<file path="src/ddr_init_refresh_timer.sv">
`timescale 1ns/1ps

module ddr_init_refresh_timer #(
    parameter int INIT_CYCLES      = 20,
    parameter int REFRESH_INTERVAL = 150
) (
    input  logic ddr_ref_clk,
    input  logic rst_n,
    input  logic refresh_ack,
    output logic init_done,
    output logic refresh_req
);

    localparam int MAX_CNT = (INIT_CYCLES > REFRESH_INTERVAL) ? INIT_CYCLES : REFRESH_INTERVAL;
    localparam int CW      = $clog2(MAX_CNT + 1);

    logic [CW-1:0] cnt;

    // one down counter shared by the init wait and the refresh interval
    always_ff @(posedge ddr_ref_clk) begin
        if (!rst_n) begin
            cnt         <= CW'(INIT_CYCLES - 1);
            init_done   <= 1'b0;
            refresh_req <= 1'b0;
        end else if (refresh_ack) begin
            cnt         <= CW'(REFRESH_INTERVAL - 1);  // restart interval
            refresh_req <= 1'b0;
        end else if (cnt != '0) begin
            cnt <= cnt - 1'b1;
        end else if (!init_done) begin
            init_done <= 1'b1;
            cnt       <= CW'(REFRESH_INTERVAL - 1);
        end else begin
            refresh_req <= 1'b1;  // held until acked
        end
    end

endmodule

</file>
<file path="config.mk">
export PLATFORM = sky130hd
export DESIGN_NAME = ddr_init_refresh_timer
export DESIGN_NICKNAME = d
export VERILOG_FILES = /design/src/ddr_init_refresh_timer.sv
export SDC_FILE = /design/constraint.sdc
export NUM_CORES = 1
export LEC_CHECK = 0
export BUFFER_PORTS_ARGS = -buffer_cell sky130_fd_sc_hd__buf_2
export CAP_MARGIN = 10
export CORE_AREA = 2 2 39 41
export CTS_CLUSTER_SIZE = 12
export DETAILED_ROUTE_END_ITERATION = 10
export DIE_AREA = 0 0 41 43
export GPL_ROUTABILITY_DRIVEN = 0
export PLACE_DENSITY = 0.64
export SYNTH_ARGS = -nofsm -noshare
export SYNTH_HDL_FRONTEND = slang
export SYNTH_SLANG_ARGS = --single-unit
</file>
<file path="constraint.sdc">
create_clock -name ddr_ref_clk -period 2.36 [get_ports ddr_ref_clk]
set_input_delay 0.472 -clock ddr_ref_clk [delete_from_list [all_inputs] [get_ports ddr_ref_clk]]
set_output_delay 0.472 -clock ddr_ref_clk [all_outputs]
set_load 0.005 [all_outputs]
</file>
Word level (Yosys, flattened, before mapping). Cells that the tools add are included.

Output and inout bits: 2. Memories: 0. Logic and storage cells: 17. ROM bits: 0. Latch bits: 0. Bits in writable memories: 0. Register bits after elaboration: 10.

Reductions and logical operators: 4. Shift operators: 0. Equality and inequality tests: 2. Muxes and demuxes: 3. Div/mod/pow operators: 0. Multiply operators: 0. Bitwise logic cells: 3. $lt $le $gt $ge: 0. Add/sub/neg operators: 1.

Operator list (number): 2-to-1 mux 8 bit (3); nonzero test 8 bit (1); subtractor 8 x 1 -> 8 bit, second input constant (1); AND reduction 2 bit (2); inequality test 3 x 2 -> 1 bit, second input constant (1); NOT 1 bit (3); inequality test 2 x 1 -> 1 bit, second input constant (1); OR reduction 2 bit (1).

Depth between registers and ports, before layout.
Depth after elaboration: 3. Depth in mapped cells: 6.

Least setup slack after synthesis. OpenSTA, ideal clock, no wires.

Kind: register to register. From: register cnt[0]. To: register cnt[1]. Period minus slack after synthesis: 1816 ps. Cell stages (with the launch flop): 7. Slack: 544 ps. Setup time: 106 ps. Arrival time: 1710 ps. Buffers on the path: 1. Cell sequence: dfxtp_1 -> inv_1 -> ha_1 -> or3b_2 -> clkbuf_1 -> or4_1 -> o311ai_0.

Cells in the longest elaborated chain, start to end: 3. Elaborated cells on any way between the ends: 5. Classes of those cells: add/sub: 1; eq/ne: 1; mux: 2; reduce/logical: 1.

Ends and longest elaborated chain: start: declaration (RTL line 17) `logic [CW-1:0] cnt;`; start signal: assignment (RTL line 22) `cnt <= CW'(INIT_CYCLES - 1);`; start signal: assignment (RTL line 26) `cnt <= CW'(REFRESH_INTERVAL - 1);`; start signal: assignment (RTL line 29) `cnt <= cnt - 1'b1;`; subtractor 8 x 1 -> 8 bit or nonzero test 8 bit (tied branches) (RTL line 29, 28); 2-to-1 mux 8 bit (RTL line 28) `end else if (cnt != '0) begin`; 2-to-1 mux 8 bit (RTL line 25) `end else if (refresh_ack) begin`.

Parallel ways exist; a longest one is shown, timed or not. A chain may end at the register's enable or synchronous reset.

Final worst setup path. Ends and elaborated chain as after synthesis.

==> results_dict.tcl <==
set metrics [dict create \
    status "finished, final reports clean" \
    timing.rr.start "cnt[0]" \
    yosysSeqAreaShare_pct 37.0 \
    firstDrtPassIters 4 \
    period_needed_ns 1.87 \
    p_per_area_nw_per_um2 618 \
    cts-buffers-inserted 3 \
    drt_iter0_markers 3 \
    grt_max_degree 13 \
    final-hold-violation-count 0 \
    vias 470 \
    die_w_um 41 \
    synthCells 60 \
    first_global_vias 407 \
    synthToLayoutAreaGrowth_pct 9.24 \
    drive_gt1_share_pct 18.5 \
    ys_types 29 \
    ctsResizeCount 0 \
    slowest_delay_ns 0.57 \
    worstMarginPinSlew_ns 0.402 \
    reg2reg_slack_ns 0.49 \
    clock_sinks 10 \
    drc 0 \
    wl_um 1050 \
    cts_hold_buf 0 \
    reg2reg_depth 5 \
    max_freq_ghz 0.534 \
    avgRoutedWirePerCell_um 12.9 \
    clk_pin_slew_worst_paths_ns 0.07 \
    rsz0062_at_grt "false" \
    regArea_sq_um 200 \
    pin_count 5 \
    synth_nets 65 \
    cts_tree "done" \
    total_leakage_power_nw 0.207 \
    worstSkewPairLatency_ns 0.27 \
    cp-end-kind "register" \
    cp.required_ns 2.53 \
    slew_viol_final 0 \
    hold_path.class "primary input to register" \
    r2r_end "cnt[1]" \
    cts.htree.levels 1 \
    ys_seq_elements 10 \
    cp_data_arrival_time_ns 2.04 \
    die_y_um 43 \
    synthArstFlopShare_pct 0 \
    port_buffers 4 \
    dieArea_sq_um 1760 \
    post_cts_buffers 0 \
    antenna-diode-count 0 \
    synth.avg_cell_area_sq_um 9.03 \
    hpwl_um 729 \
    start_util_pct 39.2 \
    utilization_pct 42.8 \
    synth_edf_count 0 \
    yosys_most_used_dff "dfxtp_1" \
    crit_type "register to register" \
    num_rows 14 \
    min_from "rst_n" \
    peakVddDrop_uv 357 \
    slowest_stage "or3b_2" \
    synth_warnings 0 \
    cts_buffer_depth 2 \
    setup_viol 0 \
    maxSlewHeadroom_pct 73.2 \
    clock-skew-final_ns 0.00430 \
    grt_overflow_total 0 \
    dp_cells 77 \
    hold_path_depth 2 \
    multi_input_area_sq_um 300 \
    mappedNetlistArea_sq_um 542 \
    maxCapViolations 0 \
    nNetsFinal 71 \
    start_kind "register" \
    crit_path_cell_trace "inv_1 > ha_1 > or3b_2 > or4_1 > o311ai_0" \
    ant_nets 0 \
    nFillCells 138 \
    track_usage_pct 15.7 \
    cp_max_fo 11 \
    grt_pass1_wl_um 1780 \
    viasPerCell 5.80 \
    antenna_found_initial 0 \
    holdPathEnd "cnt[1]" \
    period_share_pct 79.4 \
    core_sq_um 1380 \
    instances_no_fill 81 \
    setup_tns_ns 0 \
    root_buffer "clkbuf_4" \
]
## worst max-delay path, delay by kind of cell (launching register included)
kind,cells,cell delay [ns]
AOI/OAI and AO/OA,1,0.11
adders and majority gates,1,0.17
buffers and inverters,1,0.09
DFF,1,0.34
and+or+nand+nor,2,1.07
## cells in the final DEF, fill, tap and decap left out
cell type | Yosys | layout
or4b_2 | 1 | 1
o41ai_1 | 1 | 1
o21ai_0 | 5 | 5
o21a_1 | 3 | 3
nor3_1 | 2 | 2
inv_1 | 4 | 4
nor2b_1 | 1 | 1
or4_4 | 1 | 1
a21oi_1 | 2 | 2
or3_1 | 3 | 3
or4b_1 | 1 | 1
o31ai_1 | 1 | 1
ha_1 | 2 | 2
a211oi_1 | 1 | 1
or2_2 | 1 | 1
clkbuf_8 | 0 | 1
clkbuf_4 | 0 | 3
nor2_1 | 2 | 2
or4_1 | 2 | 2
o211ai_1 | 2 | 2
a31oi_1 | 1 | 1
nor4b_1 | 2 | 2
or3b_2 | 1 | 1
nand4_1 | 1 | 1
dfxtp_1 | 10 | 10
nand2b_1 | 3 | 3
o311a_1 | 1 | 1
o311ai_0 | 1 | 1
buf_2 | 0 | 4
nand2_1 | 2 | 2
## routing by layer
metal  global-route usage, %  vias to the layer above  share of wire [%]
li1                        -                      238                  -
met1                    21.3                      218                 45
met2                    20.0                        9                 47
met3                    4.71                        5                3.9
met4                    12.0                        0                3.8
met5                       0                        -                  0
## registers in the layout, summed over array words and instances (netlist names)
| name | flops |
|---|---|
| refresh_req | 1 |
| cnt | 8 |
| init_done | 1 |
## where the power goes
| group | internal, W | switching [W] |
|---|---|---|
| sequential | 0.000174 | 0.00000665 |
| combinational | 0.0000100 | 0.0000140 |
| clock | 0.0000939 | 0.0000667 |
## through the flow
stage	total power [W]	setup slack, ns	hold WS [ns]	instance area [sq um]
floorplan	0.000203	0.544	0.465	542
global placement	0.000208	0.565	0.445	556
detailed placement	0.000209	0.490	0.452	556
CTS	0.000369	0.476	0.445	592
global route	0.000383	0.326	0.468	592
finish	0.000366	0.486	0.447	592
## layout make-up
class	count	area share, %
clock buffer	4	6.13
inverter	4	2.54
multi-input combinational	43	50.7
sequential	10	33.8
tap	16	3.38
timing repair buffer	4	3.38
## how the worst max path moves through the flow
stage                     startpoint      to  depth (start not counted)
after floorplan               cnt[0]  cnt[1]                          6
after global placement        cnt[0]  cnt[1]                          5
after detailed placement      cnt[0]  cnt[1]                          5
after CTS                     cnt[0]  cnt[1]                          5
after global routing          cnt[0]  cnt[1]                          5
final                         cnt[0]  cnt[1]                          5
## Yosys cell counts, types with 2 or more instances
library cell | instances | area, sq um
dfxtp_1 | 10 | 200
or4_1 | 2 | 15.0
o21ai_0 | 5 | 25.0
inv_1 | 4 | 15.0
nand2b_1 | 3 | 18.8
o21a_1 | 3 | 22.5
a21oi_1 | 2 | 10.0
nor2_1 | 2 | 7.51
o211ai_1 | 2 | 15.0
or3_1 | 3 | 18.8
nand2_1 | 2 | 7.51
nor3_1 | 2 | 10.0
nor4b_1 | 2 | 17.5
ha_1 | 2 | 25.0
buf_6 | 2 | 22.5
## kinds of logic (layout without fill, tap and decap cells)
kind of cell	after synthesis	count (layout)	share of synthesized area, %
flip-flops	10	10	37.0
buffers and inverters	7	12	7.62
adder cells (fa/ha/maj)	2	2	4.62
AO/OA/AOI/OAI	18	18	22.4
AND/OR/NAND/NOR	23	23	28.4
Power figures use the tool's default switching activity.
