==> src/ddr_slave_pkg.sv <==
package ddr_slave_pkg;

    //////////////////// bus widths
    typedef logic [31:0] axi_addr_t;
    typedef logic [31:0] axi_data_t;
    typedef logic [3:0]  axi_strb_t;
    typedef logic [3:0]  axi_id_t;   // 2-bit master id padded to 4
    typedef logic [7:0]  axi_len_t;  // beats minus one
    typedef logic [1:0]  axi_burst_t;
    typedef logic [1:0]  axi_resp_t;

    //////////////////// burst and response codes
    localparam axi_burst_t BURST_FIXED = 2'd0;
    localparam axi_burst_t BURST_INCR  = 2'd1;
    localparam axi_burst_t BURST_WRAP  = 2'd2;

    localparam axi_resp_t RESP_OKAY   = 2'd0;
    localparam axi_resp_t RESP_SLVERR = 2'd2;

    //////////////////// controller
    typedef enum logic [2:0] {
        INIT     = 3'd0,
        IDLE     = 3'd1,
        REFRESH  = 3'd2,
        WR_BEAT  = 3'd3,
        WR_RESP  = 3'd4,
        RD_START = 3'd5,
        RD_BEAT  = 3'd6
    } mem_state_t;

    localparam int MEM_AW_DEFAULT = 10;  // 1024 words

endpackage
==> src/ddr_burst_addr_gen.sv <==
`timescale 1ns/1ps

module ddr_burst_addr_gen #(
    parameter int MEM_AW = ddr_slave_pkg::MEM_AW_DEFAULT
) (
    input  logic                       ddr_ref_clk,
    input  logic                       rst_n,
    input  logic                       agen_load,
    input  logic                       agen_step,
    input  logic                       agen_sel_rd,
    input  ddr_slave_pkg::axi_addr_t   wr_addr,
    input  ddr_slave_pkg::axi_addr_t   rd_addr,
    input  ddr_slave_pkg::axi_len_t    wr_addr_len,
    input  ddr_slave_pkg::axi_len_t    rd_addr_len,
    input  ddr_slave_pkg::axi_burst_t  wr_addr_burst,
    input  ddr_slave_pkg::axi_burst_t  rd_addr_burst,
    output logic [MEM_AW-1:0]          word_addr,
    output logic                       last_beat,
    output logic                       range_err,
    output logic                       burst_err
);

    import ddr_slave_pkg::*;

    localparam logic [30:0] TOP_WORD = 31'((1 << MEM_AW) - 1);

    axi_addr_t   ld_addr;
    axi_len_t    ld_len;
    axi_burst_t  ld_burst;
    logic [30:0] ld_end;  // last word touched by the burst
    axi_len_t    len_q;
    axi_len_t    beat_cnt;
    axi_burst_t  burst_q;

    assign ld_addr   = agen_sel_rd ? rd_addr : wr_addr;
    assign ld_len    = agen_sel_rd ? rd_addr_len : wr_addr_len;
    assign ld_burst  = agen_sel_rd ? rd_addr_burst : wr_addr_burst;
    assign ld_end    = {1'b0, ld_addr[31:2]} + 31'(ld_len);
    assign last_beat = (beat_cnt == len_q);

    always_ff @(posedge ddr_ref_clk) begin
        if (!rst_n) begin
            len_q     <= '0;
            beat_cnt  <= '0;
            burst_q   <= BURST_FIXED;
            range_err <= 1'b0;
            burst_err <= 1'b0;
        end else if (agen_load) begin
            len_q     <= ld_len;
            beat_cnt  <= '0;
            burst_q   <= ld_burst;
            range_err <= (ld_end > TOP_WORD);
            burst_err <= (ld_burst != BURST_FIXED) && (ld_burst != BURST_INCR);  // wrap, reserved
        end else if (agen_step) begin
            beat_cnt <= beat_cnt + 1'b1;
        end
    end

    always_ff @(posedge ddr_ref_clk) begin
        if (agen_load) begin
            word_addr <= ld_addr[MEM_AW+1:2];
        end else if (agen_step && burst_q == BURST_INCR) begin
            word_addr <= word_addr + 1'b1;  // fixed holds
        end
    end

endmodule

==> config.mk <==
export PLATFORM = sky130hd
export DESIGN_NAME = ddr_burst_addr_gen
export DESIGN_NICKNAME = d
export VERILOG_FILES = /design/src/ddr_slave_pkg.sv /design/src/ddr_burst_addr_gen.sv
export SDC_FILE = /design/constraint.sdc
export NUM_CORES = 1
export LEC_CHECK = 0
export BUFFER_PORTS_ARGS = -buffer_cell sky130_fd_sc_hd__buf_4
export CORE_MARGIN = 5
export CORE_UTILIZATION = 37
export CTS_CLUSTER_SIZE = 20
export DETAILED_ROUTE_END_ITERATION = 8
export HOLD_SLACK_MARGIN = 0.15
export MAX_ROUTING_LAYER = met4
export PLACE_DENSITY = 0.71
export SLEW_MARGIN = 15
export SYNTH_ARGS = -nofsm -noshare
export SYNTH_HDL_FRONTEND = slang
export SYNTH_SLANG_ARGS = --single-unit
==> constraint.sdc <==
create_clock -name ddr_ref_clk -period 10.7 [get_ports ddr_ref_clk]
set_clock_uncertainty 0.2 [all_clocks]
set_input_delay 2.14 -clock ddr_ref_clk [delete_from_list [all_inputs] [get_ports ddr_ref_clk]]
set_output_delay 2.14 -clock ddr_ref_clk [all_outputs]
set_load 0.03 [all_outputs]
Word-level counts from Yosys, hierarchy flattened --
Index checks and enable logic that the tools add are counted. Widths: inputs -> output; s select.
Operators by class: $add $sub $neg 3, order comparisons 1, eq/ne operators 3, multiplexer cells 5, bitwise gates (word level) 1, reductions and logical operators 5
Operator list (count):
- $mux 32 | 1
- $add 30x8->31 | 1
- $gt 31x10->1 const B | 1
- $mux 10 | 2
- $add 10x1->10 const B | 1
- $add 8x1->8 const B | 1
- $eq 8x8->1 | 1
- $mux 8 | 1
- $reduce_bool 2->1 | 2
- $eq 2x1->1 const B | 1
- $logic_and 1x1->1 | 2
- $mux 2 | 1
- $ne 2x1->1 const B | 1
- $reduce_or 2->1 | 1
- $not 1->1 | 1
Word-level totals: register bits after elaboration 30, input port bits 89, output and inout port bits 13, word-level logic and storage cells 24

Depth between registers and ports, before layout --
word-level depth 4, depth in mapped cells 18, gate-level depth less buffers 12

Least setup slack after synthesis --
No wires, ideal clock.
path kind in2reg, start point input port agen_sel_rd, end point register range_err, setup time 0.124 ns, data arrival time 5.418 ns, data required time 10.376 ns, slack 4.958 ns, stages 17, buffers on the path 6, cells stage by stage buf_6 buf_6 buf_6 buf_6 buf_2 buf_1 mux2_2 ha_1 inv_1 fa_1 nand2b_1 a21oi_1 o2111ai_1 or4b_1 a21oi_1 o221a_1 a31oi_1
Between the ends: word-level cells in the longest chain between the ends 3, elaborated cells between the ends (all ways) 4, those cells by class 1 x add/sub; 1 x order compare; 2 x mux
Ends and longest elaborated chain:
- start: declaration | line ddr_burst_addr_gen.sv:10 | input logic agen_sel_rd,
- $mux 8 | line ddr_burst_addr_gen.sv:36 | assign ld_len = agen_sel_rd ? rd_addr_len : wr_addr_len;
- via ld_len[0] | line ddr_burst_addr_gen.sv:28 | axi_len_t ld_len;
- $add 30x8->31 | line ddr_burst_addr_gen.sv:38 | assign ld_end = {1'b0, ld_addr[31:2]} + 31'(ld_len);
- $gt 31x10->1 | line ddr_burst_addr_gen.sv:52 | range_err <= (ld_end > TOP_WORD);
- end signal: assignment | line ddr_burst_addr_gen.sv:52
- end: declaration | line ddr_burst_addr_gen.sv:19 | output logic range_err,
The timed path passes the listed nets, and every way through them passes these cells. A chain may end at the register's enable or synchronous reset.

Worst setup path in the final report --
Same ends and word-level chain as after synthesis.

==> results.yml <==
run_status:
  status: "completed"
worst_setup_path:
  critical_path_depth: 12
  r2r-start: "word_addr[3]$_DFFE_PP_"
  reg2reg_depth: 6
  end_kind: "flip-flop"
  cp.arrival_ns: 5.39
  critPathKind: "in -> reg"
  critical_path_required_ns: 10.66
  critPathSlowestCell: "buf_4"
  regToRegEndpoint: "word_addr[8]$_DFFE_PP_"
  critPathTopFamily: "compound AO/OA/AOI/OAI gates"
  r2r_slack_ns: 9.05
  setup.worst_path.start: "agen_sel_rd"
  cp-start-kind: "input pin"
  critPathMaxStageDelay_ns: 0.59
  cp_cell_sequence: "buf_4 > mux2_2 > ha_1 > inv_1 > fa_1 > nand2b_1 > a21oi_1 > o2111ai_1 > or4b_1 > a21oi_1 > o221a_1 > a31oi_1"
  cp_max_fo: 69
  crit_buf_inv: 2
  crit_path_frequent_cell: "a21oi_1"
  crit_end: "range_err$_SDFFE_PN0P_"
sta:
  finalCritPeriodShare: 0.507
  hold_viol: 0
  min_period_ns: 5.43
  grt_setup_unrepaired: "no"
  fin_setup_tns_ns: 0
  drv_slew: 0
  max_freq_mhz: 184
  hold-worst-slack_ns: 0.289
  tightest_slew_ns: 0.770
  slew_headroom: 0.486
  setup_violations: 0
flow_run:
  drv_cap: 0
worst_hold_path:
  holdPathStages: 1
  hold_class: "reg -> reg"
logic_synthesis:
  ys.flop_type: "dfxtp_1"
  syn_inst: 320
  synthDominantCellAreaShare: 0.136
  async_flop_share: 0
  synth_area_um2: 2790
  synth_area_leaders: "dfxtp_1 14%, edfxtp_1 11%, mux2i_1 7.2%, mux2_2 6.9%, xnor2_1 6.3%"
  synth_edf_count: 10
  synth_fp_nets: 420
  ys_warn_count: 0
  yosys.area.top_type: "dfxtp_1"
  seq_area_frac_synth: 0.244
  syn_avg_cell_area_um2: 8.73
  synth.distinct_cells: 59
  ys_seq_elements: 29
  yosysMostFrequentCell: "nand2_1"
  yosys-top-cells-count: "26 x nand2_1, 20 x mux2i_1, 20 x xnor2_1, 19 x dfxtp_1, 19 x nor2_1"
layout:
  final_area_um2: 3680
  diodes: 0
  finish.utilization: 0.504
  area_delta_synth_final_pct: 31.6
  drive_gt1_frac: 0.328
  nets: 510
  instances_no_fill: 510
power_and_ir_drop:
  leakagePower_nw: 1.62
  powerDensity_nw_per_um2: 99.3
  peakVddDrop_v: 0.0000485
clocking:
  clk_latency_ns: 0.29
  htree_levels: 2
  cts.sinks: 29
  cts_hold_buf: 0
  clk_path_buf_depth: 2
  cts_tree: "built"
  post_cts_buffers: 0
  cts_inserted_buffers: 5
  cts-root-buf: "clkbuf_8"
  clk_pin_slew_ns: 0.06
  cts_resized: 0
floorplan:
  chipHeight_um: 96.9
  die_width_um: 96.9
  core_um2: 7290
  ios: 102
  start_util: 0.383
  dieArea_um2: 9390
  rows: 31
routing:
  drc: 0
  wl_per_cell_um: 14.4
  first_iter_violations: 79
  vias_per_cell: 5.28
  first_pass_iters: 4
  drtAntennaViolNets: 0
  routed-via-count: 2694
  routed_wl_um: 7350
grt:
  grtUsageTotal: 0.158
  grt_pass1_wl_um: 12300
  grt_pass1_vias: 2745
  antenna_found_initial: 0
  grt_max_degree: 70
  grt_overflow: 0
place:
  dp_hpwl_um: 5950
  gp_congestion: 0.822
  post-place-cells: 502
  placed_area_um2: 3560
  placement.io_buffers: 97
## power breakdown
part           switching (mW)  internal [mW]
clock network          0.0407         0.0758
registers             0.00651          0.123
logic                  0.0609         0.0583
## per-stage QoR
| stage | power, mW | setup WS [ns] |
|---|---|---|
| floorplan | 0.203 | 4.96 |
| global placement | 0.248 | 5.03 |
| detailed placement | 0.251 | 4.97 |
| CTS | 0.368 | 5.26 |
| global route | 0.386 | 4.99 |
| finish | 0.365 | 5.27 |
## layout by cell type, fill, tap and decap left out, drive strengths merged, types with 9 or more instances in the layout
cell type and count:
xor2 14, a21oi 16, nor2 19, mux2 18
nand3 16, inv 9, ha 10, o211a 11
xnor2 20, dfxtp 19, edfxtp 10, buf 97
o21ai 17, mux2i 20, nand4 9, nand2 26
## area by class of cell
type | instances | area, um^2
Clock buffer | 7 | 86.3
Multi-Input combinational cell | 268 | 1990
Clock inverter | 1 | 30.0
Fill cell | 702 | 3620
Tap cell | 99 | 124
Sequential cell | 29 | 681
Timing Repair Buffer | 97 | 728
Inverter | 9 | 33.8
## worst min-delay path by stage
stage | start | to | slack, ns
2_1_floorplan | burst_q[0]$_SDFFE_PN0P_ | burst_q[0]$_SDFFE_PN0P_ | 0.25
3_3_place_gp | burst_q[0]$_SDFFE_PN0P_ | burst_q[0]$_SDFFE_PN0P_ | 0.26
3_5_place_dp | burst_q[0]$_SDFFE_PN0P_ | burst_q[0]$_SDFFE_PN0P_ | 0.27
4_1_cts | burst_q[0]$_SDFFE_PN0P_ | burst_q[0]$_SDFFE_PN0P_ | 0.29
5_1_grt | burst_q[0]$_SDFFE_PN0P_ | burst_q[0]$_SDFFE_PN0P_ | 0.30
6_report | burst_q[0]$_SDFFE_PN0P_ | burst_q[0]$_SDFFE_PN0P_ | 0.29
## registers in the layout, indices dropped and copies added (netlist names)
register,flops
word_addr,10
beat_cnt,8
len_q,8
burst_err,1
burst_q,1
range_err,1
## kinds of logic (layout without fill, tap and decap cells)
family	count (synthesis)	after routing	share of synthesized area
compound gates	73	73	0.189
xor+xnor	34	34	0.107
fa+ha+maj	11	11	0.0519
buf+inv	23	114	0.0430
flops	29	29	0.244
mux	38	38	0.144
simple gates	112	112	0.221
## routing by layer
layer | wire (um) | vias up | part of all wire | global-route usage
met5 | 0 | - | 0 | -
met4 | 86 | 0 | 0.012 | 0.0486
met3 | 443 | 8 | 0.060 | 0.0417
met2 | 3470 | 82 | 0.47 | 0.257
met1 | 3360 | 1218 | 0.46 | 0.191
li1 | - | 1386 | - | -
Note: power is estimated with default switching activity, not from simulation.
