$ cat src/ddr_slave_pkg.sv
package ddr_slave_pkg;

    //////////////////// bus widths
    typedef logic [31:0] axi_addr_t;
    typedef logic [31:0] axi_data_t;
    typedef logic [3:0]  axi_strb_t;
    typedef logic [3:0]  axi_id_t;   // 2-bit master id padded to 4
    typedef logic [7:0]  axi_len_t;  // beats minus one
    typedef logic [1:0]  axi_burst_t;
    typedef logic [1:0]  axi_resp_t;

    //////////////////// burst and response codes
    localparam axi_burst_t BURST_FIXED = 2'd0;
    localparam axi_burst_t BURST_INCR  = 2'd1;
    localparam axi_burst_t BURST_WRAP  = 2'd2;

    localparam axi_resp_t RESP_OKAY   = 2'd0;
    localparam axi_resp_t RESP_SLVERR = 2'd2;

    //////////////////// controller
    typedef enum logic [2:0] {
        INIT     = 3'd0,
        IDLE     = 3'd1,
        REFRESH  = 3'd2,
        WR_BEAT  = 3'd3,
        WR_RESP  = 3'd4,
        RD_START = 3'd5,
        RD_BEAT  = 3'd6
    } mem_state_t;

    localparam int MEM_AW_DEFAULT = 10;  // 1024 words

endpackage
$ cat src/ddr_rd_data_path.sv
`timescale 1ns/1ps

module ddr_rd_data_path (
    input  logic                      ddr_ref_clk,
    input  logic                      rst_n,
    input  logic                      rd_load,
    input  logic                      rd_last,
    input  ddr_slave_pkg::axi_resp_t  rd_resp,
    input  ddr_slave_pkg::axi_data_t  mem_rdata,
    input  logic                      rd_data_ready,
    output ddr_slave_pkg::axi_data_t  rd_data,
    output logic                      rd_data_last,
    output ddr_slave_pkg::axi_resp_t  rd_data_resp,
    output logic                      rd_data_valid,
    output logic                      rd_hold_busy
);

    import ddr_slave_pkg::*;

    logic      word_pend;  // word sitting in the array read register
    logic      pend_last;
    axi_resp_t pend_resp;
    logic      capture;

    assign capture      = word_pend && (!rd_data_valid || rd_data_ready);
    assign rd_hold_busy = rd_data_valid;

    always_ff @(posedge ddr_ref_clk) begin
        if (!rst_n) begin
            word_pend     <= 1'b0;
            rd_data_valid <= 1'b0;
        end else begin
            if (rd_load) begin
                word_pend <= 1'b1;
            end else if (capture) begin
                word_pend <= 1'b0;
            end
            if (capture) begin
                rd_data_valid <= 1'b1;  // next word replaces the taken one
            end else if (rd_data_ready) begin
                rd_data_valid <= 1'b0;
            end
        end
    end

    always_ff @(posedge ddr_ref_clk) begin
        if (rd_load) begin
            pend_last <= rd_last;
            pend_resp <= rd_resp;
        end
        if (capture) begin
            rd_data      <= (pend_resp == RESP_OKAY) ? mem_rdata : '0;  // zero on error
            rd_data_last <= pend_last;
            rd_data_resp <= pend_resp;
        end
    end

endmodule

$ cat config.mk
export PLATFORM = sky130hd
export DESIGN_NAME = ddr_rd_data_path
export DESIGN_NICKNAME = d
export VERILOG_FILES = /design/src/ddr_slave_pkg.sv /design/src/ddr_rd_data_path.sv
export SDC_FILE = /design/constraint.sdc
export NUM_CORES = 1
export LEC_CHECK = 0
export CAP_MARGIN = 15
export CORE_MARGIN = 2
export CORE_UTILIZATION = 60
export DETAILED_ROUTE_END_ITERATION = 8
export DONT_BUFFER_PORTS = 1
export PLACE_DENSITY_LB_ADDON = 0.05
export SLEW_MARGIN = 25
export SYNTH_ARGS = -nofsm -noshare
export SYNTH_HDL_FRONTEND = slang
export SYNTH_SLANG_ARGS = --single-unit
export TNS_END_PERCENT = 50
$ cat constraint.sdc
create_clock -name ddr_ref_clk -period 2 [get_ports ddr_ref_clk]
set_input_delay 0.1 -clock ddr_ref_clk [delete_from_list [all_inputs] [get_ports ddr_ref_clk]]
set_output_delay 0.1 -clock ddr_ref_clk [all_outputs]
set_load 0.05 [all_outputs]
==> Yosys cells after proc, flatten, opt, wreduce, memory -nomap -nowiden <==
Index checks and enable logic that the tools add are counted.
{ "totals": {"reg_bits": 40, "out_inout_bits": 37} }
{ "op_classes": {"muxes": 4, "n_reduce_logical": 6} }
{ "op_table": {"columns": ["operator", "count"], "rows": [
  ["two-way mux 1 bit", 4],
  ["nonzero test 2 bit", 2],
  ["zero test 2 bit", 1],
  ["logical AND 1 bit", 1],
  ["zero test 1 bit", 1],
  ["logical OR 1 bit", 1]
]} }

==> Logic depth before layout (Yosys ltp) <==
Gate-level depths: netlist (run 1).
{ "logic_depth": {"depth_word": 5, "ltp_mapped": 3, "mapped_depth_nobuf": 2} }

==> Worst setup path after synthesis (run 1) <==
Ideal clock, no wire load.
{ "synth_path": {"kind": "flip-flop to flip-flop", "start": "register rd_data_valid", "end": "register rd_data[0] (enable)", "setup_ps": 396, "arrival_time_ps": 1521, "t_required_ps": 1604, "setup_slack_ps": 83, "stages_incl_launch_ff": 3, "n_path_buf": 0, "period_less_slack_ps": 1917, "cell_sequence": "dfxtp_1 nand2b_1 and2_1"} }
{ "synth_between": {"elab_chain_len": 3} }
{ "synth_rtl": {"columns": ["element", "line_no", "source"], "rows": [
  ["start, declared", "ddr_rd_data_path.sv:14", "output logic rd_data_valid,"],
  ["start signal, assigned", "ddr_rd_data_path.sv:31", "rd_data_valid <= 1'b0;"],
  ["start signal, assigned", "ddr_rd_data_path.sv:39", "rd_data_valid <= 1'b1;"],
  ["start signal, assigned", "ddr_rd_data_path.sv:41", "rd_data_valid <= 1'b0;"],
  ["zero test 1 bit", "ddr_rd_data_path.sv:25", "assign capture = word_pend && (!rd_data_valid || rd_data_ready);"],
  ["logical OR 1 bit", "ddr_rd_data_path.sv:25", null],
  ["logical AND 1 bit", "ddr_rd_data_path.sv:25", null],
  ["via capture", "ddr_rd_data_path.sv:23", "logic capture;"],
  ["end signal, assigned", "ddr_rd_data_path.sv:52", "rd_data <= (pend_resp == RESP_OKAY) ? mem_rdata : '0;"],
  ["end, declared", "ddr_rd_data_path.sv:11", "output ddr_slave_pkg::axi_data_t rd_data,"]
]} }
The timed path passes the listed nets, and every way through them passes these cells.
A chain may end at the register's enable or synchronous reset.

==> Worst setup path after layout (run 1) <==
{ "layout_path": {"start": "input port rd_data_ready", "end": "register word_pend"} }
{ "layout_between": {"elab_chain_len": 3} }
{ "layout_rtl": {"columns": ["element", "line_no", "source"], "rows": [
  ["start, declared", "ddr_rd_data_path.sv:10", "input logic rd_data_ready,"],
  ["logical OR 1 bit", "ddr_rd_data_path.sv:25", null],
  ["logical AND 1 bit", "ddr_rd_data_path.sv:25", null],
  ["nonzero test 2 bit (no source line)", null, null],
  ["end signal, assigned", "ddr_rd_data_path.sv:30", "word_pend <= 1'b0;"],
  ["end signal, assigned", "ddr_rd_data_path.sv:34", "word_pend <= 1'b1;"],
  ["end signal, assigned", "ddr_rd_data_path.sv:36", "word_pend <= 1'b0;"],
  ["end, declared", "ddr_rd_data_path.sv:20", "logic word_pend;"]
]} }
Every way passes these cells.

==> impl_results.md, run 1 <==
- Total power: 1.63 mW
- Worst Max-Slew Pin Slew: 0.515 ns
- Antenna violations before repair: 0
- Max Cap Violations: 0
- TritonCTS clock tree: yes
- Yosys synthesis warning count: 0
- # H-tree levels: 2
- Critical Path RT: 2.28 ns
- Pre-Repair DR Iteration Count: 4
- Hold Crit Start: rd_resp[0]
- Comb pwr share: 8.1%
- Post_cts resized: 0
- Fin Setup TNS: 0 ns
- Worst-Skew Late Latency: 0.33 ns
- Clock tree buffer depth: 2
- RR Endpoint: rd_data[9]
- Sequential fraction of design power: 69.4%
- Clock root buffer: clkbuf_4
- Post-route setup slack: 0.720 ns
- Hold WC Path Type: input pin to register
- ANT nets after route: 0
- Syn Inst Count: 84
- Setup violators final: 0
- PD cells: 848 nW/um2
- Final WL: 2.77 mm
- Antenna Cells: 0
- Hold Path End: pend_resp[0]
- R2r setup slk: 0.74 ns
- Core Region: 2250 um2
- Vias/cell: 5.27
- Pre-CTS setup slack: 0.765 ns
- Distinct cells, synth: 11
- Outcome: completed
- Switching Share: 27.8%
- Number of buffers created by CTS: 5
- CP Launch Type: input pin
- Clock transition at path regs: 0.11 ns
- Syn Nets: 123
- Clock Skew: 0.00234 ns
- Crit path from: rd_data_ready
- Relative slew slack: 65.6%
- Clock Sinks: 40
- Synth area leaders: edfxtp_1 (78%), and2_1 (14%), dfxtp_1 (2.7%)
- Rows: 17
- Initial Util: 65.2%
- DRT iter0 DRCs: 18
- Post-layout min period: 1.28 ns
- RSZ-0062 raised after global routing: false
- Detailed-route DRC error count: 0
- Vias in the first global route: 842
- Synthesized area: 1470 um2
- Largest net degree at the start of global routing: 33
- Fill cells: 103
- Internal power: 1.18 mW
- Area leader, netlist: edfxtp_1
- Final hold violation count: 0
- Nets: 168
- Die X: 53.5 um
- Psw: 454 uW
- Die Y-Extent: 53.5 um
- DP HPWL: 1.45 mm
- Reg2reg path depth: 2
- Routability cong.: 0.575
- Yosys top cell area share: 77.6%
- Crit Path Max Fanout: 3
- WL per Instance: 17.5 um
- Slew Limit Fails: 0
- Area Growth Syn to Fin: 31.1%
- Clock power frac: 22.4%
- # port buffers: 0
- Layout cells sized above 1: 8.46%
- Ports: 76
- CP arrival: 1.56 ns
- Via count: 832
- Hold Path Depth: 1
- Fmax: 0.781 GHz
- Reg-to-reg startpoint: pend_resp[1]
- Final period util: 64.0%
- Register area share after synthesis: 80.3%
- Seq cells post-synth: 40
- Setup CP Type: input pin to register
- Worst Setup End Kind: register
- Leakage: 0.693 nW
- Total global-route track usage: 20.4%
- Mapped Avg Cell Area: 17.5 um2
- First-pass GRT wire length: 3.82 mm
- VDD IR max: 1.07 mV
- Die area: 2860 um2
- Grt total ovfl: 0
layer usage:
| metal | part of all wire (%) | wire length (um) | vias to the layer above | global-route usage [%] |
|---|---|---|---|---|
| met2 | 49 | 1350 | 54 | 33.1 |
| met3 | 12 | 318 | 4 | 12.7 |
| met1 | 39 | 1070 | 397 | 21.7 |
| li1 | - | - | 377 | - |
| met5 | 0 | 0 | - | 0 |
| met4 | 0.94 | 26 | 0 | 7.26 |
cells in the final DEF, fill, tap and decap left out, drive strengths merged:
cell / synthesis / final
dlygate4sd3: 0 / 39
edfxtp: 38 / 38
and2: 33 / 33
clkbuf: 0 / 5
buf: 4 / 3
clkinv: 0 / 3
nand2: 2 / 2
dfxtp: 2 / 2
nand2b: 1 / 1
nor2: 1 / 1
inv: 1 / 1
a21boi: 1 / 1
o21ai: 1 / 1
cell families after synthesis:
group                  synth area share, %
flip-flops                            80.3
buffers and inverters                 3.06
AND/OR/NAND/NOR                       15.7
AO/OA/AOI/OAI                        0.851
critical path, stage by stage:
cell	delay, ns
dlygate4sd3_1	0.55
nand2b_1	0.18
o21ai_0	0.17
dlygate4sd3_1	0.56
synthesized netlist by cell type:
cell type	count
o21ai_0	1
nand2b_1	1
inv_1	1
dfxtp_1	2
edfxtp_1	38
buf_4	1
buf_6	3
and2_1	33
a21boi_0	1
nor2_4	1
nand2_1	2
cell type report:
class | count | area [um2] | share of cell area, %
sequential | 40 | 1180 | 61.3
timing repair buffer | 42 | 413 | 21.4
multi-input combinational | 39 | 244 | 12.7
clock buffer | 5 | 37.5 | 1.95
tap | 28 | 35.0 | 1.82
clock inverter | 3 | 13.8 | 0.714
inverter | 1 | 3.75 | 0.195
worst max-delay path by stage:
stage,end,slack [ns],cells past startpoint
floorplan,rd_data[0],0.08,2
global placement,rd_data[25],0.84,2
detailed placement,rd_data[17],0.76,2
CTS,rd_data[30],0.74,2
global route,rd_data[9],0.67,2
finish,word_pend,0.72,4
flip-flops by register name, indices dropped and copies added (netlist names):
name	cells
rd_data	32
rd_data_last	1
word_pend	1
pend_resp	2
rd_data_resp	2
rd_data_valid	1
pend_last	1
per-stage QoR:
stage | area [um2] | instances | utilization [%] | hold WS, ns
floorplan | 1470 | 84 | - | 0.199
global placement | 1490 | 111 | 65.9 | 0.199
detailed placement | 1490 | 111 | 65.9 | 0.199
CTS | 1930 | 158 | 85.5 | 0.356
global route | 1930 | 158 | 85.5 | 0.364
finish | 1930 | 158 | 85.5 | 0.395
power by group through the flow:
stage	clock [mW]	combinational (mW)	sequential, mW
6_report	0.366	0.133	1.13
5_1_grt	0.411	0.144	1.14
4_1_cts	0.386	0.130	1.13
3_5_place_dp	0	0.0703	1.15
3_3_place_gp	0	0.0660	1.15
2_1_floorplan	0	0.0596	1.15
repair_timing:
action / in CTS / in global routing
hold buffers: 39 / 0
hold endpoints to repair: 40 / 0
buffers inserted: 0 / 0
Note: power is estimated with default switching activity, not from simulation.
==> inputs of run 2 (changes only) <==
--- a/config.mk
+++ b/config.mk
@@ -7,7 +7,7 @@
 export LEC_CHECK = 0
 export CAP_MARGIN = 15
 export CORE_MARGIN = 2
-export CORE_UTILIZATION = 60
+export CORE_UTILIZATION = 54
 export DETAILED_ROUTE_END_ITERATION = 8
 export DONT_BUFFER_PORTS = 1
 export PLACE_DENSITY_LB_ADDON = 0.05
==> constraint.sdc (replaced) <==
create_clock -name ddr_ref_clk -period 1.1 [get_ports ddr_ref_clk]
set_input_delay 0.055 -clock ddr_ref_clk [delete_from_list [all_inputs] [get_ports ddr_ref_clk]]
set_output_delay 0.055 -clock ddr_ref_clk [all_outputs]
set_load 0.05 [all_outputs]
==> run 2 against run 1 <==
  * Worst hold slack worse by 0.38 ns
  * Power rose by 84%
  * Global-route usage shrank 2.5 points
  * Clock-buffer cell count is 2 higher
  * Routed wire length is 3.3% lower
  * Critical path depth shrank 4
  * Cell area increased by 3.8%
  * Via count shrank 0.12%
  * Non-clock buffer count rose by 2
  * Core utilization down 6.2 points
  * Register-to-register slack got worse by 0.69 ns
  * Clock skew is 0.0026 ns higher
==> impl_results.md, run 2 (synthesis results as in run 1) <==
- Outcome: completed
- Regs by FF count: rd_data (32), pend_resp (2), rd_data_resp (2)
- Total global-route track usage: 17.9%
- # H-tree levels: 2
- Largest register FFs: 32
- Pre-Repair DR Iteration Count: 4
- CP Launch Type: register
- # port buffers: 0
- Critical Path RT: 1.04 ns
- Die Y-Extent: 56.2 um
- Final period util: 96.5%
- Die X: 56.2 um
- Hold slack: 0.0181 ns
- Fmax: 0.943 GHz
- DRT iter0 DRCs: 15
- WL per Instance: 16.5 um
- Largest reg by FF count: rd_data
- Max Cap Violations: 0
- Nets: 170
- Slew Limit Fails: 0
- Setup CP Type: register to output pin
- ANT nets after route: 0
- Reg-to-reg startpoint: pend_resp[1]
- PD cells: 1500 nW/um2
- Routability cong.: 0.624
- Most common cell after layout, fill and taps aside: edfxtp_1
- Antenna violations before repair: 0
- Clock tree buffer depth: 2
- Initial Util: 58.3%
- Final WL: 2.67 mm
- Leakage: 0.720 nW
- Clock root buffer: clkbuf_4
- CP arrival: 1.01 ns
- Final hold violation count: 0
- Vias/cell: 5.13
- TritonCTS clock tree: yes
- Number of buffers created by CTS: 5
- Vias in the first global route: 875
- Rows: 18
- Crit path from: rd_data[15]
- Via count: 831
- Grt total ovfl: 0
- Core Region: 2520 um2
- Detailed-route DRC error count: 0
- Crit Path Max Fanout: 1
- Layout cells sized above 1: 12.1%
- Clock transition at path regs: 0.10 ns
- VDD IR max: 1.46 mV
- Largest net degree at the start of global routing: 21
- Post-layout min period: 1.06 ns
- Antenna Cells: 0
- Clock Skew: 0.00489 ns
- Area Growth Syn to Fin: 36.2%
- Final core utilization: 79.4%
- Worst Max-Slew Pin Slew: 0.505 ns
- First-pass GRT wire length: 4.13 mm
- Ports: 76
- Die area: 3160 um2
- Hold WC Path Type: input pin to register
- Relative slew slack: 66.4%
- Clock Sinks: 40
- Setup violators final: 0
- Hold Crit Start: rd_data_ready
- RSZ-0062 raised after global routing: false
- Worst-Skew Late Latency: 0.32 ns
- Worst Setup End Kind: output pin
- Most frequent cells in the layout: edfxtp_1 (38), dlygate4sd3_1 (37), and2_1 (32), clkbuf_4 (5), buf_12 (4)
==> run 2: final timing paths <==
| check | endpoint | slack [ns] | cells past startpoint |
|---|---|---|---|
| worst max-delay path | rd_data[15] | 0.04 | 0 |
| worst min-delay path | rd_data_valid | 0.02 | 3 |
| worst max register to register | rd_data[18] | 0.05 | 3 |
| worst min register to register | rd_data_last | 0.44 | 0 |
==> run 2: area by class of cell <==
type                            instances  area [um2]
Sequential cell                        40        1180
Fill cell                             145         520
Timing Repair Buffer                   44         473
Multi-Input combinational cell         39         254
Clock buffer                            7        45.0
Tap cell                               30        37.5
Clock inverter                          1        3.75
Inverter                                1        3.75
==> run 2: what timing repair did <==
item,CTS,global route
hold buffers,37,0
buffers inserted,0,1
endpoints found under the setup margin,0,1
endpoints found under the hold margin,40,0
gates resized for setup,0,0
==> run 2: per-layer routing <==
metal | share of wire [%] | vias to the layer above | GRT usage, % | wire length (um)
met1 | 32 | 394 | 16.4 | 853
li1 | - | 383 | - | -
met4 | 2.0 | 0 | 8.16 | 53
met2 | 57 | 48 | 33.3 | 1520
met5 | 0 | - | 0 | 0
met3 | 9.2 | 6 | 7.91 | 247
==> run 2: report_power, final <==
group / switching (mW) / internal, mW / leakage (nW)
clock: 0.408 / 0.246 / 0.0269
combinational: 0.110 / 0.173 / 0.319
sequential: 0.290 / 1.77 / 0.374
total: 0.807 / 2.19 / 0.720
==> run 2: metrics by stage <==
| step | area, um2 | instances | worst slack [ns] | total power [mW] | setup TNS [ns] |
|---|---|---|---|---|---|
| floorplan | 1480 | 84 | -0.0749 | 2.21 | -2.62 |
| global placement | 1580 | 116 | 0.0913 | 2.26 | 0 |
| detailed placement | 1580 | 116 | 0.0785 | 2.27 | 0 |
| CTS | 1990 | 161 | 0.0352 | 3.01 | 0 |
| global route | 2000 | 162 | 0.000102 | 3.10 | 0 |
| finish | 2000 | 162 | 0.0390 | 3.00 | 0 |
==> inputs of run 3 (changes only) <==
--- a/config.mk
+++ b/config.mk
@@ -5,12 +5,14 @@
 export SDC_FILE = /design/constraint.sdc
 export NUM_CORES = 1
 export LEC_CHECK = 0
+export ABC_AREA = 1
 export CAP_MARGIN = 15
 export CORE_MARGIN = 2
 export CORE_UTILIZATION = 54
 export DETAILED_ROUTE_END_ITERATION = 8
 export DONT_BUFFER_PORTS = 1
 export PLACE_DENSITY_LB_ADDON = 0.05
+export RECOVER_POWER = 100
 export SLEW_MARGIN = 25
 export SYNTH_ARGS = -nofsm -noshare
 export SYNTH_HDL_FRONTEND = slang
==> run 3 against run 2 <==
  * Synthesized cell count grew 42%
  * Clock power is essentially flat
  * Sequential cell count is the same
  * Critical path depth grew 3
  * Power shrank 1.2%
  * Cell count grew 22%
  * Die area grew 4.7%
  * Critical endpoint is now rd_data[17]
  * Largest power group unchanged
  * Highest routed layer unchanged
==> impl_results.md, run 3 <==
- Internal power: 2.16 mW
- Seq cells post-synth: 40
- ANT nets after route: 0
- Vias in the first global route: 867
- Most common cell in the synthesized netlist: edfxtp_1
- Layout cells sized above 1: 16.9%
- Post-CTS Setup Bufs: 0
- Hold WC Path Type: input pin to register
- Largest register FFs: 32
- Most frequent cells after synthesis: edfxtp_1 (38), inv_1 (36), nor2_1 (22), nor2_2 (10), buf_6 (4)
- Comb pwr share: 10.0%
- Mapped Avg Cell Area: 13.0 um2
- DRT iter0 DRCs: 24
- # H-tree levels: 2
- Max Cap Violations: 0
- CP arrival: 1.26 ns
- Synth area leaders: edfxtp_1 (74%), inv_1 (8.8%), nor2_1 (5.3%)
- # port buffers: 0
- Number of buffers created by CTS: 5
- TritonCTS clock tree: yes
- Yosys top cell area share: 73.9%
- Clock power frac: 22.2%
- Post-route setup slack: 0.0352 ns
- Nets: 204
- Relative slew slack: 67.3%
- Worst-Skew Late Latency: 0.33 ns
- Syn Inst Count: 119
- Fin Setup TNS: 0 ns
- Slew Limit Fails: 0
- Synth Flop Type: edfxtp_1
- Vias/cell: 4.68
- Sequence of cells on the critical path: or2_4, buf_4, nor2_2
- Pre-Repair DR Iteration Count: 4
- First-pass GRT wire length: 3.88 mm
- PD cells: 1440 nW/um2
- Core Region: 2730 um2
- Worst Max-Slew Pin Slew: 0.492 ns
- Outcome: completed
- Clock root buffer: clkbuf_4
- Fill cells: 178
- Hold slack: 0.352 ns
- Routability cong.: 0.621
- Pre-CTS setup slack: -0.0160 ns
- Rows: 19
- Initial Util: 56.5%
- VDD IR max: 1.33 mV
- Clock Sinks: 40
- Clock Skew: 0.00331 ns
- Switching Share: 27.1%
- Antenna Cells: 0
- Detailed-route DRC error count: 0
- Syn Nets: 158
- Worst Setup End Kind: register
- Die X: 57.5 um
- Sequential fraction of design power: 67.8%
- Antenna violations before repair: 0
- Critical Path RT: 1.29 ns
- Register area share after synthesis: 76.5%
- Die area: 3300 um2
- Clock transition at path regs: 0.10 ns
- Largest reg by FF count: rd_data
- Yosys synthesis warning count: 0
- CP Launch Type: register
- Grt total ovfl: 0
- DP HPWL: 1.58 mm
- Die Y-Extent: 57.5 um
- Via count: 922
- Regs by FF count: rd_data (32), pend_resp (2), rd_data_resp (2)
- Most frequent cells in the layout: dlygate4sd3_1 (38), edfxtp_1 (38), inv_1 (36), nor2_1 (18), nor2_2 (14)
- Post-Layout Inst Area: 2050 um2
- Psw: 804 uW
- Leakage: 0.870 nW
- Setup violators final: 0
- Post-synth EDFFs: 38
- Final period util: 96.8%
- Synthesized area: 1540 um2
- RSZ-0062 raised after global routing: true
- Area Growth Syn to Fin: 33.1%
- Distinct cells, synth: 11
- Clock tree buffer depth: 2
- Post-DP Area: 1620 um2
- Total global-route track usage: 17.0%
- Final hold violation count: 0
- Area leader, netlist: edfxtp_1
- Largest net degree at the start of global routing: 21
- Setup CP Type: register to register
- Post-layout min period: 1.06 ns
- WL per Instance: 13.7 um
- Asr flop ratio synth: 0%
- Final WL: 2.71 mm
- Delay of the slowest cell on the worst path: 0.39 ns
- Fmax: 0.939 GHz
- Crit Path Max Fanout: 7
- Ports: 76
- Crit-path slowest cell: edfxtp_1
- Total power: 2.96 mW
run 3: critical path: cells and delay by family (launching register included):
family	cells	cell delay [ns]
flops	1	0.39
simple gates	2	0.37
buf+inv	1	0.16
run 3: timing repair:
item | CTS | global route
hold endpoints to repair | 40 | 0
endpoints found under the setup margin | 1 | 51
hold buffers | 38 | 0
gates resized for setup | 3 | 6
pin swaps | 0 | 0
run 3: cells by family after synthesis:
kind of cell / count (synthesis) / synth area share [%]
flops: 40 / 76.5
compound gates: 3 / 0.972
buf+inv: 41 / 12.2
simple gates: 35 / 10.4
run 3: area by class of cell:
| type | count | area (um2) | area share, % |
|---|---|---|---|
| flip-flops and latches | 40 | 1180 | 57.7 |
| repair buffers | 44 | 448 | 21.8 |
| multi-input cells | 38 | 199 | 9.68 |
| inverters | 36 | 135 | 6.58 |
| clock buffers | 7 | 45.0 | 2.19 |
| well taps | 31 | 38.8 | 1.89 |
| clock inverters | 1 | 3.75 | 0.183 |
run 3: power by group through the flow:
stage / clock network (mW) / registers (mW) / logic (mW)
3_3_place_gp: 0 / 2.04 / 0.173
5_1_grt: 0.748 / 2.02 / 0.322
6_report: 0.657 / 2.01 / 0.296
4_1_cts: 0.692 / 2.01 / 0.294
2_1_floorplan: 0 / 2.04 / 0.140
3_5_place_dp: 0 / 2.04 / 0.181
run 3: worst paths after layout:
| path | start | endpoint | slack [ns] | cells after the start |
|---|---|---|---|---|
| max reg2reg | pend_resp[1] | rd_data[17] | 0.04 | 3 |
| min reg2reg | pend_last | rd_data_last | 0.45 | 0 |
| min | rd_resp[1] | pend_resp[1] | 0.35 | 1 |
| max | pend_resp[1] | rd_data[17] | 0.04 | 3 |
run 3: through the flow:
stage | utilization, % | instances
2_1_floorplan | - | 119
3_3_place_gp | 59.1 | 151
3_5_place_dp | 59.1 | 151
4_1_cts | 75.1 | 197
5_1_grt | 75.1 | 197
6_report | 75.1 | 197
run 3: layer usage:
metal	up-vias	global-route usage (%)	part of all wire (%)
met5	-	0	0
met4	0	6.98	2.2
met3	8	8.39	8.0
met2	49	32.6	57
met1	414	14.2	33
li1	451	-	-
